==> src/hdl/axil_mem_macros.svh <==
// ========================================
// Widths and depth shared by RTL and testbench
// AXIL_IDX_W must be log2 of AXIL_MEM_WORDS
// ========================================
`ifndef AXIL_MEM_MACROS_SVH
`define AXIL_MEM_MACROS_SVH

// Byte address width of the AXI4-Lite bus
`define AXIL_ADDR_W 32

// Data width, only 32 is supported
`define AXIL_DATA_W 32

// One strobe bit per data byte
`define AXIL_STRB_W (`AXIL_DATA_W / 8)

// Number of 32-bit words in the RAM
`define AXIL_MEM_WORDS 256

// Word index width, 2**AXIL_IDX_W == AXIL_MEM_WORDS
`define AXIL_IDX_W 8

`endif

==> src/hdl/axil_mem_pkg.sv <==
// ========================================
// Types shared by the memory stages
// ========================================
`default_nettype none

`include "axil_mem_macros.svh"

package axil_mem_pkg;

    typedef logic [`AXIL_ADDR_W-1:0] axil_addr_t;
    typedef logic [`AXIL_DATA_W-1:0] axil_data_t;
    typedef logic [`AXIL_STRB_W-1:0] axil_strb_t;
    typedef logic [`AXIL_IDX_W-1:0]  word_idx_t;   // RAM word index, byte address bits dropped

    typedef logic [1:0] axil_resp_t;

    localparam axil_resp_t RESP_OKAY   = 2'b00;
    localparam axil_resp_t RESP_SLVERR = 2'b10;

    // Set when the index width covers the RAM exactly
    localparam bit IDX_W_MATCHES = ((1 << `AXIL_IDX_W) == `AXIL_MEM_WORDS);

    // Which request type the arbiter granted last
    typedef enum logic {
        GRANT_WRITE = 1'b0,
        GRANT_READ  = 1'b1
    } grant_e;

    // Decode to execute, one request per cycle
    typedef struct packed {
        logic       is_write;
        logic       err;        // Address beyond the RAM
        word_idx_t  idx;
        axil_data_t wdata;
        axil_strb_t wstrb;
    } mem_req_t;

    // Execute to result, one cycle after its request
    typedef struct packed {
        logic       is_write;
        logic       err;
        axil_data_t rdata;      // Zero for writes and errors
    } mem_rsp_t;

endpackage

`default_nettype wire

==> src/hdl/axil_mem_decode.sv <==
// ========================================
// Holds one AW, one W and one AR at a time
// Issues at most one request per cycle
// ========================================
`timescale 1ns/1ps
`default_nettype none

`include "axil_mem_macros.svh"

module axil_mem_decode (
    input  logic                     aclk,
    input  logic                     aresetn,

    input  axil_mem_pkg::axil_addr_t awaddr,
    input  logic                     awvalid,
    output logic                     awready,

    input  axil_mem_pkg::axil_data_t wdata,
    input  axil_mem_pkg::axil_strb_t wstrb,
    input  logic                     wvalid,
    output logic                     wready,

    input  axil_mem_pkg::axil_addr_t araddr,
    input  logic                     arvalid,
    output logic                     arready,

    input  logic                     b_free,
    input  logic                     r_free,

    output axil_mem_pkg::mem_req_t   req,
    output logic                     req_valid
);

    import axil_mem_pkg::*;

    // Any word index at or past the RAM depth is an error
    function automatic logic addr_err(input axil_addr_t addr);
        return addr[`AXIL_ADDR_W-1:2] >= `AXIL_MEM_WORDS;
    endfunction

    logic       aw_full;
    word_idx_t  aw_idx;
    logic       aw_err;

    logic       w_full;
    axil_data_t w_data;
    axil_strb_t w_strb;

    logic       ar_full;
    word_idx_t  ar_idx;
    logic       ar_err;

    grant_e     last_grant;
    logic       write_elig;
    logic       read_elig;
    logic       grant_write;
    logic       grant_read;

    assign write_elig = aw_full && w_full && b_free;
    assign read_elig  = ar_full && r_free;

    // On a tie the type that lost last time goes first
    assign grant_write = write_elig && (!read_elig || last_grant == GRANT_READ);
    assign grant_read  = read_elig && !grant_write;

    always_ff @(posedge aclk) begin
        if (!aresetn) begin
            aw_full    <= 1'b0;
            w_full     <= 1'b0;
            ar_full    <= 1'b0;
            awready    <= 1'b0;
            wready     <= 1'b0;
            arready    <= 1'b0;
            last_grant <= GRANT_READ;
        end else begin
            // Readies mirror the empty state of their holding registers
            if (awvalid && awready) begin
                aw_full <= 1'b1;
                awready <= 1'b0;
            end else if (grant_write) begin
                aw_full <= 1'b0;
                awready <= 1'b1;
            end else begin
                awready <= !aw_full;
            end

            if (wvalid && wready) begin
                w_full <= 1'b1;
                wready <= 1'b0;
            end else if (grant_write) begin
                w_full <= 1'b0;
                wready <= 1'b1;
            end else begin
                wready <= !w_full;
            end

            if (arvalid && arready) begin
                ar_full <= 1'b1;
                arready <= 1'b0;
            end else if (grant_read) begin
                ar_full <= 1'b0;
                arready <= 1'b1;
            end else begin
                arready <= !ar_full;
            end

            if (grant_write) last_grant <= GRANT_WRITE;
            else if (grant_read) last_grant <= GRANT_READ;
        end
    end

    // Payload captures only on the handshake
    always_ff @(posedge aclk) begin
        if (awvalid && awready) begin
            aw_idx <= awaddr[`AXIL_IDX_W+1:2];
            aw_err <= addr_err(awaddr);
        end
        if (wvalid && wready) begin
            w_data <= wdata;
            w_strb <= wstrb;
        end
        if (arvalid && arready) begin
            ar_idx <= araddr[`AXIL_IDX_W+1:2];
            ar_err <= addr_err(araddr);
        end
    end

    assign req_valid    = grant_write || grant_read;
    assign req.is_write = grant_write;
    assign req.err      = grant_write ? aw_err : ar_err;
    assign req.idx      = grant_write ? aw_idx : ar_idx;
    assign req.wdata    = w_data;
    assign req.wstrb    = w_strb;

    // A full holding register never offers ready
    a_ready_only_when_empty: assert property (@(posedge aclk) disable iff (!aresetn)
        !(awready && aw_full) && !(wready && w_full) && !(arready && ar_full));

endmodule

`default_nettype wire

==> config.mk <==
export PLATFORM = sky130hd
export DESIGN_NAME = axil_mem_decode
export DESIGN_NICKNAME = d
export VERILOG_FILES = /design/src/hdl/axil_mem_pkg.sv /design/src/hdl/axil_mem_decode.sv
export VERILOG_INCLUDE_DIRS = /design/src /design/src/hdl
export SDC_FILE = /design/constraint.sdc
export NUM_CORES = 1
export LEC_CHECK = 0
export ABC_AREA = 0
export BUFFER_PORTS_ARGS = -buffer_cell sky130_fd_sc_hd__buf_4
export CORE_UTILIZATION = 39
export CTS_CLUSTER_DIAMETER = 30
export DETAILED_ROUTE_END_ITERATION = 16
export PLACE_DENSITY = 0.8
export SKIP_LAST_GASP = 1
export SLEW_MARGIN = 20
export SYNTH_ARGS = -nofsm -noshare
export SYNTH_HDL_FRONTEND = slang
export SYNTH_SLANG_ARGS = --single-unit
==> constraint.sdc <==
create_clock -name aclk -period 2.1 [get_ports aclk]
set_clock_uncertainty 0.1 [all_clocks]
set_input_delay 0.315 -clock aclk [delete_from_list [all_inputs] [get_ports aclk]]
set_output_delay 0.315 -clock aclk [all_outputs]
set_load 0.05 [all_outputs]
Word level (Yosys, flattened, before mapping)
Index checks and enable logic that the tools add are counted.
- reductions and logical operators: 22
- order comparisons: 2
- bitwise logic cells: 1
- muxes and demuxes: 12
- operator list (kind ; count):
    $ge 30x9->1 const B ; 2
    $mux 1 ; 11
    $logic_and 1x1->1 ; 8
    $mux 8 ; 1
    $reduce_bool 2->1 ; 4
    $reduce_or 2->1 ; 3
    $logic_not 1->1 ; 5
    $logic_or 1x1->1 ; 2
    $not 1->1 ; 1
- register bits: 61
- word-level logic and storage cells: 50
- output and inout port bits: 50

Longest topological paths before layout
- depth in word-level cells: 8
- depth in mapped cells: 5
- gate-level depth less buffers: 4

Least setup slack after synthesis
Ideal clock, no wire load.
- path type: register -> register
- start: register wready
- end: register w_data[0], enable pin
- data arrival time: 1500 ps
- setup time: 391 ps
- cell stages (with the launch flop): 3
- setup slack: 110 ps
- data required time: 1609 ps
- cells stage by stage: dfxtp_1 > nand2_1 > inv_1
- cells in the longest elaborated chain, start to end: 1
- ends and longest elaborated chain (what ; line ; source):
    start: declaration ; axil_mem_decode.sv:21 ; output logic wready,
    start signal: assignment ; axil_mem_decode.sv:94 ; wready <= !w_full;
    $logic_and 1x1->1 ; axil_mem_decode.sv:118 ; if (wvalid && wready) begin
    end signal: assignment ; axil_mem_decode.sv:119 ; w_data <= wdata;
    end: declaration ; axil_mem_decode.sv:46 ; axil_data_t w_data;
No other way between the ends.
A chain may end at the register's enable or synchronous reset.

==> impl_metrics.env <==
export IMPL_placed_area_sq_mm=0.00333
export IMPL_synth_top_family_by_area="simple AND/OR/NAND/NOR gates"
export IMPL_core_area_sq_mm=0.00514
export IMPL_io_buffers=152
export IMPL_drt_wl_total_um=5070
export IMPL_pwr_density_cell_mw_per_mm2=836
export IMPL_hold_buffers=0
export IMPL_grt_pass1_wl_um=6950
export IMPL_wl_met1_um=1500
export IMPL_max_cap_violations=0
export IMPL_cts_tree="built"
export IMPL_route_antenna_remaining_nets=0
export IMPL_synthSimpleGateAreaFrac=0.0752
export IMPL_met2_length_um=2840
export IMPL_crit_fanout=5
export IMPL_route_detailed_drc=0
export IMPL_synth_cell_area_sq_mm=0.00210
export IMPL_holdCritPathClass="input port to flip-flop"
export IMPL_setup_viol=0
export IMPL_cts_sinks=61
export IMPL_insertion_delay_ns=0.31
export IMPL_startpoint_type="flip-flop"
export IMPL_syn_nets=219
export IMPL_max_clock_freq_mhz=489
export IMPL_cp_end_kind="output port"
export IMPL_wl_met3_um=644
export IMPL_ff2ff_setup_slack_ns=0.81
export IMPL_nFillCells=368
export IMPL_ys_types=18
export IMPL_vdd_drop_max_mv=0.449
export IMPL_syn_to_final_growth_pct=72.7
export IMPL_hpwl_um=3850
export IMPL_initial_utilization=0.408
export IMPL_path_clk_slew_ns=0.07
export IMPL_vias=1661
export IMPL_syn_inst=112
export IMPL_drt_iter0_drc=46
export IMPL_leakagePower_uw=0.00157
export IMPL_vias_per_cell=4.71
export IMPL_syn_avg_cell_area_sq_um=18.7
export IMPL_period_needed_ns=2.05
export IMPL_finalHoldViolCount=0
export IMPL_wl_per_cell_um=14.4
export IMPL_synth_xor_area_frac=0
export IMPL_dieArea_sq_mm=0.00567
export IMPL_pin_count=157
export IMPL_yosysSeqAreaShare=0.841
export IMPL_die_height_um=75.3
export IMPL_stdcell_area_sq_mm=0.00362
export IMPL_grtUsageTotal=0.176
export IMPL_crit_required_ns=1.68
export IMPL_place_gp_congestion=0.780
export IMPL_yosys_register_bits=61
export IMPL_utilization=0.704
export IMPL_overflow=0
export IMPL_synth_area_mux_share=0.0484
export IMPL_cp_arrival_ns=1.63
export IMPL_slew_headroom=0.701
export IMPL_cts_root_buf="clkbuf_8"
export IMPL_worstMarginPinSlew_ns=0.448
export IMPL_yosysWarnings=0
export IMPL_diodes=0
export IMPL_synth_compound_area_frac=0.0209
export IMPL_first_pass_iters=4
export IMPL_final_nets=385
export IMPL_min_period_over_period=0.974
export IMPL_drive_gt1_frac=0.650
export IMPL_rows=26
export IMPL_drv_slew=0
export IMPL_grt_pass1_vias=1574
export IMPL_cts_buffers=9
export IMPL_criticalPathCategory="flip-flop to output port"
export IMPL_grt_max_degree=37
export IMPL_status="finished clean"
export IMPL_antenna_found_initial=0
export IMPL_synth_adder_area_share=0
export IMPL_top_layer="met4"
export IMPL_die_w_um=75.3
export IMPL_htreeDepth=3
export IMPL_ctsLongestPathBuffers=2
-- worst paths after layout --
path,start,to,cells past startpoint
max reg2reg,wready,w_data[17],3
max,last_grant,req[39],4
min,awaddr[9],aw_idx[7],1
min reg2reg,ar_full,arready,1
-- repair_timing --
item                                    in CTS  in global routing
pin swaps                                    0                  1
setup buffers                                1                  1
endpoints found under the setup margin       9                  9
resized for setup                            3                 10
gates cloned                                 1                  0
-- area by class of cell --
type / count / area [sq um] / share of cell area
flip-flops and latches: 61 / 1760 / 0.488
inverters: 5 / 18.8 / 0.00519
clock inverters: 5 / 98.8 / 0.0273
repair buffers: 156 / 1200 / 0.331
multi-input cells: 45 / 320 / 0.0885
clock buffers: 11 / 131 / 0.0363
well taps: 70 / 87.6 / 0.0242
-- cell families after synthesis --
family	count (synthesis)
muxes	9
and+or+nand+nor	27
DFF	61
buffers and inverters	7
AOI/OAI and AO/OA	8
-- metal layers --
metal  vias up  global-route usage
li1        775                   -
met1       751               0.150
met2       126               0.347
met3         9              0.0608
met4         0               0.101
met5         -                   0
-- metrics by stage --
stage	TNS [ns]	power [uW]	hold slack, ns	std cells	setup slack, ns
4_1_cts	-0.0172	3050	0.0494	352	-0.0105
6_report	0	3020	0.0643	353	0.0536
5_1_grt	-0.00675	3120	0.0436	353	-0.00459
3_3_place_gp	0	1850	0.369	334	0.0735
3_5_place_dp	0	1850	0.375	334	0.0488
2_1_floorplan	0	1630	0.277	112	0.110
-- sequential cells by signal, indices dropped and copies added, names as in the netlist --
name,flops
w_data,32
awready,1
last_grant,1
ar_err,1
w_strb,4
ar_idx,8
aw_idx,8
arready,1
aw_err,1
aw_full,1
ar_full,1
w_full,1
wready,1
-- cells in the mapped netlist --
master / instances / area (sq um)
edfxtp_1: 54 / 1620
mux2_2: 9 / 101
nor4_1: 8 / 50.1
dfxtp_1: 7 / 140
nand2_1: 7 / 26.3
inv_1: 5 / 18.8
or4_1: 4 / 30.0
a21oi_1: 3 / 15.0
nand4_1: 3 / 18.8
o21ai_0: 3 / 15.0
and3_1: 2 / 12.5
a211oi_1: 1 / 7.51
a31oi_1: 1 / 6.26
and3b_1: 1 / 8.76
buf_2: 1 / 5.00
buf_4: 1 / 7.51
nand3_1: 1 / 5.00
or2_1: 1 / 6.26
-- worst max-delay path, cell delays in order (launching register included) --
cell	delay, ns
dfxtp_2	0.34
and3b_2	0.24
or2_4	0.27
mux2_2	0.28
buf_4	0.19
-- cells in the final DEF, fill, tap and decap left out, types with 2 or more instances in the layout --
master	Yosys	layout
clkbuf_1	0	2
mux2_2	9	9
nand4_1	3	3
clkbuf_8	0	9
buf_6	0	7
o21ai_0	3	3
inv_1	5	5
a21oi_1	3	3
or2_4	0	2
buf_4	1	149
dfxtp_1	7	5
nand2_1	7	7
bufinv_16	0	3
nor4_1	8	8
edfxtp_1	54	54
and3_1	2	2
or4_1	4	4
dfxtp_2	0	2
-- power breakdown --
group          switching, uW  leakage [uW]  internal [uW]
logic                    237      0.000896            192
clock network            407      0.000115            783
registers               17.4      0.000556           1390
total                    661       0.00157           2360
Power figures use the tool's default switching activity.
