===== config.mk =====
export PLATFORM = sky130hd
export DESIGN_NAME = axil_mem_result
export DESIGN_NICKNAME = d
export VERILOG_FILES = /design/src/hdl/axil_mem_pkg.sv /design/src/hdl/axil_mem_result.sv
export VERILOG_INCLUDE_DIRS = /design/src /design/src/hdl
export SDC_FILE = /design/constraint.sdc
export NUM_CORES = 1
export LEC_CHECK = 0
export BUFFER_PORTS_ARGS = -buffer_cell sky130_fd_sc_hd__buf_4
export CORE_MARGIN = 8
export CORE_UTILIZATION = 40
export DETAILED_ROUTE_END_ITERATION = 7
export PLACE_DENSITY = 0.77
export SYNTH_ARGS = -nofsm -noshare
export SYNTH_HDL_FRONTEND = slang
export SYNTH_SLANG_ARGS = --single-unit

===== constraint.sdc =====
create_clock -name aclk -period 2.1 [get_ports aclk]
set_input_delay 0.315 -clock aclk [delete_from_list [all_inputs] [get_ports aclk]]
set_output_delay 0.315 -clock aclk [all_outputs]
set_load 0.01 [all_outputs]

===== src/hdl/axil_mem_macros.svh =====
// ========================================
// Widths and depth shared by RTL and testbench
// AXIL_IDX_W must be log2 of AXIL_MEM_WORDS
// ========================================
`ifndef AXIL_MEM_MACROS_SVH
`define AXIL_MEM_MACROS_SVH

// Byte address width of the AXI4-Lite bus
`define AXIL_ADDR_W 32

// Data width, only 32 is supported
`define AXIL_DATA_W 32

// One strobe bit per data byte
`define AXIL_STRB_W (`AXIL_DATA_W / 8)

// Number of 32-bit words in the RAM
`define AXIL_MEM_WORDS 256

// Word index width, 2**AXIL_IDX_W == AXIL_MEM_WORDS
`define AXIL_IDX_W 8

`endif


===== src/hdl/axil_mem_pkg.sv =====
// ========================================
// Types shared by the memory stages
// ========================================
`default_nettype none

`include "axil_mem_macros.svh"

package axil_mem_pkg;

    typedef logic [`AXIL_ADDR_W-1:0] axil_addr_t;
    typedef logic [`AXIL_DATA_W-1:0] axil_data_t;
    typedef logic [`AXIL_STRB_W-1:0] axil_strb_t;
    typedef logic [`AXIL_IDX_W-1:0]  word_idx_t;   // RAM word index, byte address bits dropped

    typedef logic [1:0] axil_resp_t;

    localparam axil_resp_t RESP_OKAY   = 2'b00;
    localparam axil_resp_t RESP_SLVERR = 2'b10;

    // Set when the index width covers the RAM exactly
    localparam bit IDX_W_MATCHES = ((1 << `AXIL_IDX_W) == `AXIL_MEM_WORDS);

    // Which request type the arbiter granted last
    typedef enum logic {
        GRANT_WRITE = 1'b0,
        GRANT_READ  = 1'b1
    } grant_e;

    // Decode to execute, one request per cycle
    typedef struct packed {
        logic       is_write;
        logic       err;        // Address beyond the RAM
        word_idx_t  idx;
        axil_data_t wdata;
        axil_strb_t wstrb;
    } mem_req_t;

    // Execute to result, one cycle after its request
    typedef struct packed {
        logic       is_write;
        logic       err;
        axil_data_t rdata;      // Zero for writes and errors
    } mem_rsp_t;

endpackage

`default_nettype wire


===== src/hdl/axil_mem_result.sv =====
// ========================================
// One B slot and one R slot, each reserved at issue
// ========================================
`timescale 1ns/1ps
`default_nettype none

module axil_mem_result (
    input  logic                       aclk,
    input  logic                       aresetn,

    input  logic                       req_valid,
    input  logic                       req_is_write,

    input  axil_mem_pkg::mem_rsp_t     rsp,
    input  logic                       rsp_valid,

    output logic                       bvalid,
    output axil_mem_pkg::axil_resp_t   bresp,
    input  logic                       bready,

    output logic                       rvalid,
    output axil_mem_pkg::axil_resp_t   rresp,
    output axil_mem_pkg::axil_data_t   rdata,
    input  logic                       rready,

    output logic                       b_free,
    output logic                       r_free
);

    import axil_mem_pkg::*;

    logic b_busy;   // A write is issued and its B handshake is still pending
    logic r_busy;

    // A slot can be reissued in the same cycle its handshake completes
    assign b_free = !b_busy || (bvalid && bready);
    assign r_free = !r_busy || (rvalid && rready);

    always_ff @(posedge aclk) begin
        if (!aresetn) begin
            b_busy <= 1'b0;
            r_busy <= 1'b0;
        end else begin
            if (req_valid && req_is_write) b_busy <= 1'b1;
            else if (bvalid && bready) b_busy <= 1'b0;

            if (req_valid && !req_is_write) r_busy <= 1'b1;
            else if (rvalid && rready) r_busy <= 1'b0;
        end
    end

    always_ff @(posedge aclk) begin
        if (!aresetn) begin
            bvalid <= 1'b0;
            rvalid <= 1'b0;
        end else begin
            if (rsp_valid && rsp.is_write) bvalid <= 1'b1;
            else if (bready) bvalid <= 1'b0;

            if (rsp_valid && !rsp.is_write) rvalid <= 1'b1;
            else if (rready) rvalid <= 1'b0;
        end
    end

    // The reservation guarantees the slot is empty when a response arrives
    always_ff @(posedge aclk) begin
        if (rsp_valid && rsp.is_write) begin
            bresp <= rsp.err ? RESP_SLVERR : RESP_OKAY;
        end
        if (rsp_valid && !rsp.is_write) begin
            rresp <= rsp.err ? RESP_SLVERR : RESP_OKAY;
            rdata <= rsp.rdata;
        end
    end

    a_b_stable: assert property (@(posedge aclk) disable iff (!aresetn)
        bvalid && !bready |=> bvalid && $stable(bresp));

    a_r_stable: assert property (@(posedge aclk) disable iff (!aresetn)
        rvalid && !rready |=> rvalid && $stable(rresp) && $stable(rdata));

endmodule

`default_nettype wire


# After elaboration in Yosys (flattened, before gate mapping)
# Cells that the tools add are included.
totals:
  regBits: 40
  latch_bits: 0
  mem_bits_rw: 0
  romBits: 0
  n_memories: 0
classes:
  addsub: 0
  n_mul: 0
  n_div: 0
  order_cmp: 0
  eq_ne: 0
  shifts: 0
  n_mux: 9
  n_bitwise: 0
  n_reduce_logical: 16
op_table:
  columns: ["cell", "count"]
  rows:
  - ["$mux 1", 8]
  - ["$reduce_bool 2->1", 4]
  - ["$logic_and 1x1->1", 6]
  - ["$logic_not 1->1", 4]
  - ["$logic_or 1x1->1", 2]
  - ["$mux 2", 1]

# Logic depth before layout (Yosys ltp)
logic_depth:
  depth_word: 3
  ltp_mapped: 2
  depth_no_buf: 2

# Worst setup path after synthesis
# No wires, ideal clock.
synth_path:
  kind: "input-to-reg"
  from: "input port rsp_valid"
  to: "register rdata[0] (enable)"
  setup_time_ns: 0.398
  arrival_time_ns: 1.241
  path_slack_ns: 0.461
  cell_stages: 1
  n_path_buf: 0
  cell_sequence: "nor2b_2"
synth_via:
  elab_chain_cells: 1
synth_lines:
  columns: ["element", "line_no", "source"]
  rows:
  - ["start: declaration", "axil_mem_result.sv:15", "input logic rsp_valid,"]
  - ["$logic_and 1x1->1", "axil_mem_result.sv:70", "if (rsp_valid && !rsp.is_write) begin"]
  - ["end signal: assignment", "axil_mem_result.sv:72", "rdata <= rsp.rdata;"]
  - ["end: declaration", "axil_mem_result.sv:23", "output axil_mem_pkg::axil_data_t rdata,"]
# No other way between the ends.
# A chain may end at the register's enable or synchronous reset.

# Final worst setup path
layout_path:
  from: "register b_busy"
  to: "output port b_free"
layout_via:
  elab_chain_cells: 2
layout_lines:
  columns: ["element", "line_no", "source"]
  rows:
  - ["start: declaration", "axil_mem_result.sv:32", "logic b_busy;"]
  - ["start signal: assignment", "axil_mem_result.sv:41", "b_busy <= 1'b0;"]
  - ["start signal: assignment", "axil_mem_result.sv:44", "if (req_valid && req_is_write) b_busy <= 1'b1;"]
  - ["start signal: assignment", "axil_mem_result.sv:45", "else if (bvalid && bready) b_busy <= 1'b0;"]
  - ["$logic_not 1->1", "axil_mem_result.sv:36", "assign b_free = !b_busy || (bvalid && bready);"]
  - ["$logic_or 1x1->1", "axil_mem_result.sv:36", null]
  - ["end: declaration", "axil_mem_result.sv:26", "output logic b_free,"]
# No other way between the ends.

==> flow_metrics.env <==
export IMPL_status="finished, final reports clean"
export IMPL_hold_path_end="rdata[21]"
export IMPL_worstSetupEndpointType="primary output"
export IMPL_ant_nets=0
export IMPL_cts_reportedPaths_clkPinSlew_ns=0.12
export IMPL_totalWireLength_um=3020
export IMPL_syn_mean_instance_area_um2=22.5
export IMPL_number_of_global_route_vias_before_repair=872
export IMPL_hold_path_class="primary input to flip-flop"
export IMPL_internal_power_mw=1.36
export IMPL_synthDominantCellAreaShare_pct=84.2
export IMPL_timing_critical_path_cells="a21bo_2 > buf_4"
export IMPL_yosys_area_top_type="sky130_fd_sc_hd__edfxtp_1"
export IMPL_cts_path_max_buffers=2
export IMPL_place_detailed_hpwl_um=2500
export IMPL_dieHeight_um=71.1
export IMPL_critical_path_class="flip-flop to primary output"
export IMPL_grt_overflow_total=0
export IMPL_synth_area_top_cells="sky130_fd_sc_hd__edfxtp_1, sky130_fd_sc_hd__dfxtp_1, sky130_fd_sc_hd__buf_4"
export IMPL_most_frequently_used_cell_type_in_the_post_synthesis_netlist="sky130_fd_sc_hd__edfxtp_1"
export IMPL_synth_async_reset_ratio_pct=0
export IMPL_critical_path_reg2reg_startpoint="rvalid"
export IMPL_placementRows=20
export IMPL_synthDistinctLibCells=13
export IMPL_critPathSlowestCell="sky130_fd_sc_hd__dfxtp_1"
export IMPL_grtUsageTotal_pct=12.1
export IMPL_yosys_top_cells_count="sky130_fd_sc_hd__edfxtp_1, sky130_fd_sc_hd__dfxtp_1, sky130_fd_sc_hd__nand2_1"
export IMPL_clock_sink_count=38
export IMPL_min_period_over_period_pct=63.5
export IMPL_fin_worst_skew_ns=0.00670
export IMPL_cts_setup_buffers=0
export IMPL_min_from="rsp[21]"
export IMPL_clkLatencyLatePin_ns=0.33
export IMPL_floorplan_initialDensity_pct=40.7
export IMPL_critPathLaunchType="flip-flop"
export IMPL_postCtsResizedCells=0
export IMPL_drcViolationCount=0
export IMPL_overall_power_mw=1.67
export IMPL_r2r_setup_slack_ns=1.34
export IMPL_power_clock_fraction_pct=35.5
export IMPL_synthesis_area_um2=1210
export IMPL_pwr_share_comb_pct=11.2
export IMPL_fraction_of_layout_instances_using_a_drive_strength_above_1_pct=63.8
export IMPL_yosysWarnings=0
export IMPL_worstPathBufferInverterCount=1
export IMPL_postCtsHoldBufs=0
export IMPL_place_port_buffers=78
export IMPL_critPathMaxStageDelay_ns=0.32
export IMPL_antenna_found_initial=0
export IMPL_regToRegEndpoint="r_busy"
export IMPL_postLayoutCoreUtil_pct=65.3
export IMPL_detail_route_first_pass_iterations=2
export IMPL_worst_path_dominant_cell_family="flip-flops"
export IMPL_postSynthRegisterBits=38
export IMPL_dr_first_iter_drc_count=47
export IMPL_die_area_um2=5050
export IMPL_netSwitchingPower_uw=318
export IMPL_vias=800
export IMPL_slew_viol_final=0
export IMPL_insertedDiodeCount=0
export IMPL_switching_part_of_the_total_power_pct=19.0
export IMPL_r2r_worst_path_cells=2
export IMPL_power_static_leakage_nw=0.834
export IMPL_setup_viol_count_final=0
export IMPL_floorplan_die_width_um=71.1
export IMPL_hold_path_depth=1
export IMPL_critical_path_arrival_ns=1.02
export IMPL_seq_power_share_pct=53.3
export IMPL_max_cap_violations=0
export IMPL_fmaxAchievable_ghz=0.749
export IMPL_synth_edff_count=34
export IMPL_tritoncts_num_buffers=5
export IMPL_netlist_instances=54
export IMPL_detail_route_vias_per_cell=4.60
export IMPL_vdd_ir_drop_max_v=0.000504
export IMPL_synth_seq_area_share_pct=90.8
export IMPL_gp_routability_congestion=0.720
export IMPL_final_hold_viol_count=0
export IMPL_routedWlPerCell_um=17.4
export IMPL_clock_root_buffer="sky130_fd_sc_hd__clkbuf_4"
export IMPL_cts_tree="yes"
export IMPL_i_o_pins=81
export IMPL_grt_max_degree=20
export IMPL_layout_net_count=181
export IMPL_core_area_um2=2980
export IMPL_ys_flop_type="sky130_fd_sc_hd__edfxtp_1"
export IMPL_pwr_density_cell_nw_per_um2=861
export IMPL_grt_first_pass_wirelength_um=4480
export IMPL_final_setup_tns_ns=0
export IMPL_grt_setup_unrepaired="no"
export IMPL_htree_levels=2
export IMPL_worst_path_max_fanout=2
export IMPL_fin_crit_ns=1.33
export IMPL_crit_required_ns=1.78
export IMPL_flow_area_growth_from_synthesis_pct=60.4
-- layout by cell type (no fill, tap or decap) --
cell type and instances:
sky130_fd_sc_hd__buf_4 80, sky130_fd_sc_hd__edfxtp_1 34, sky130_fd_sc_hd__clkbuf_4 5, sky130_fd_sc_hd__dfxtp_1 4, sky130_fd_sc_hd__nand2_1 3, sky130_fd_sc_hd__nor2b_1 2, sky130_fd_sc_hd__o21a_1 2, sky130_fd_sc_hd__conb_1 2
sky130_fd_sc_hd__bufinv_16 2, sky130_fd_sc_hd__nor2b_2 1, sky130_fd_sc_hd__and2_1 1, sky130_fd_sc_hd__a21bo_2 1, sky130_fd_sc_hd__a21boi_2 1, sky130_fd_sc_hd__and3b_1 1, sky130_fd_sc_hd__a31o_1 1, sky130_fd_sc_hd__clkinv_1 1
-- routing by layer --
layer	vias up	global-route usage, %	routed length [µm]
li1	375	-	-
met1	360	12.9	1210
met2	59	17.3	1340
met3	6	9.04	414
met4	0	6.24	55
met5	-	0	0
-- area by class of cell --
type	instances	area [µm²]
multi-input cells	15	100
repair buffers	80	601
flip-flops and latches	38	1100
well taps	33	41.3
clock buffers	5	37.5
clock inverters	3	63.8
fillers	213	1030
-- power by group through the flow --
| stage | clock network [mW] | registers (mW) | logic [mW] |
|---|---|---|---|
| global placement | 0 | 0.908 | 0.187 |
| global route | 0.645 | 0.897 | 0.202 |
| CTS | 0.613 | 0.894 | 0.192 |
| finish | 0.594 | 0.892 | 0.188 |
| floorplan | 0 | 0.935 | 0.0260 |
| detailed placement | 0 | 0.911 | 0.192 |
-- worst reg2reg max path: stages, from the launching register on --
cell and delay, ns:
sky130_fd_sc_hd__dfxtp_1 0.37, sky130_fd_sc_hd__nand2_1 0.08, sky130_fd_sc_hd__a31o_1 0.21
-- per-stage QoR --
step,hold slack (ns),area (µm²),setup WS (ns),cells
floorplan,0.414,1220,0.461,55
global placement,0.463,1840,0.976,166
detailed placement,0.470,1840,0.960,166
CTS,0.127,1940,0.733,174
global route,0.114,1940,0.697,174
finish,0.146,1940,0.766,174
-- state kept, by name, summed over array words and instances, names as in the netlist --
name and count:
r_busy 1, rdata 32, bresp 1, b_busy 1
rvalid 1, bvalid 1, rresp 1
-- worst max path at each step --
stage	start	to	cells past startpoint
floorplan	rsp_valid	rdata[0]	1
global placement	rsp[33]	rdata[17]	3
detailed placement	rsp[33]	rdata[16]	3
CTS	b_busy	b_free	2
global route	b_busy	b_free	2
finish	b_busy	b_free	2
-- cells by family (layout without fill, tap and decap cells) --
group           Yosys count  count (layout)  synth area share, %
buf+inv                   2              88                 1.24
flops                    38              38                 90.8
compound gates            5               5                 3.71
other cells               1               2                0.309
simple gates              8               8                 3.92
(Power assumes the default switching activity.)
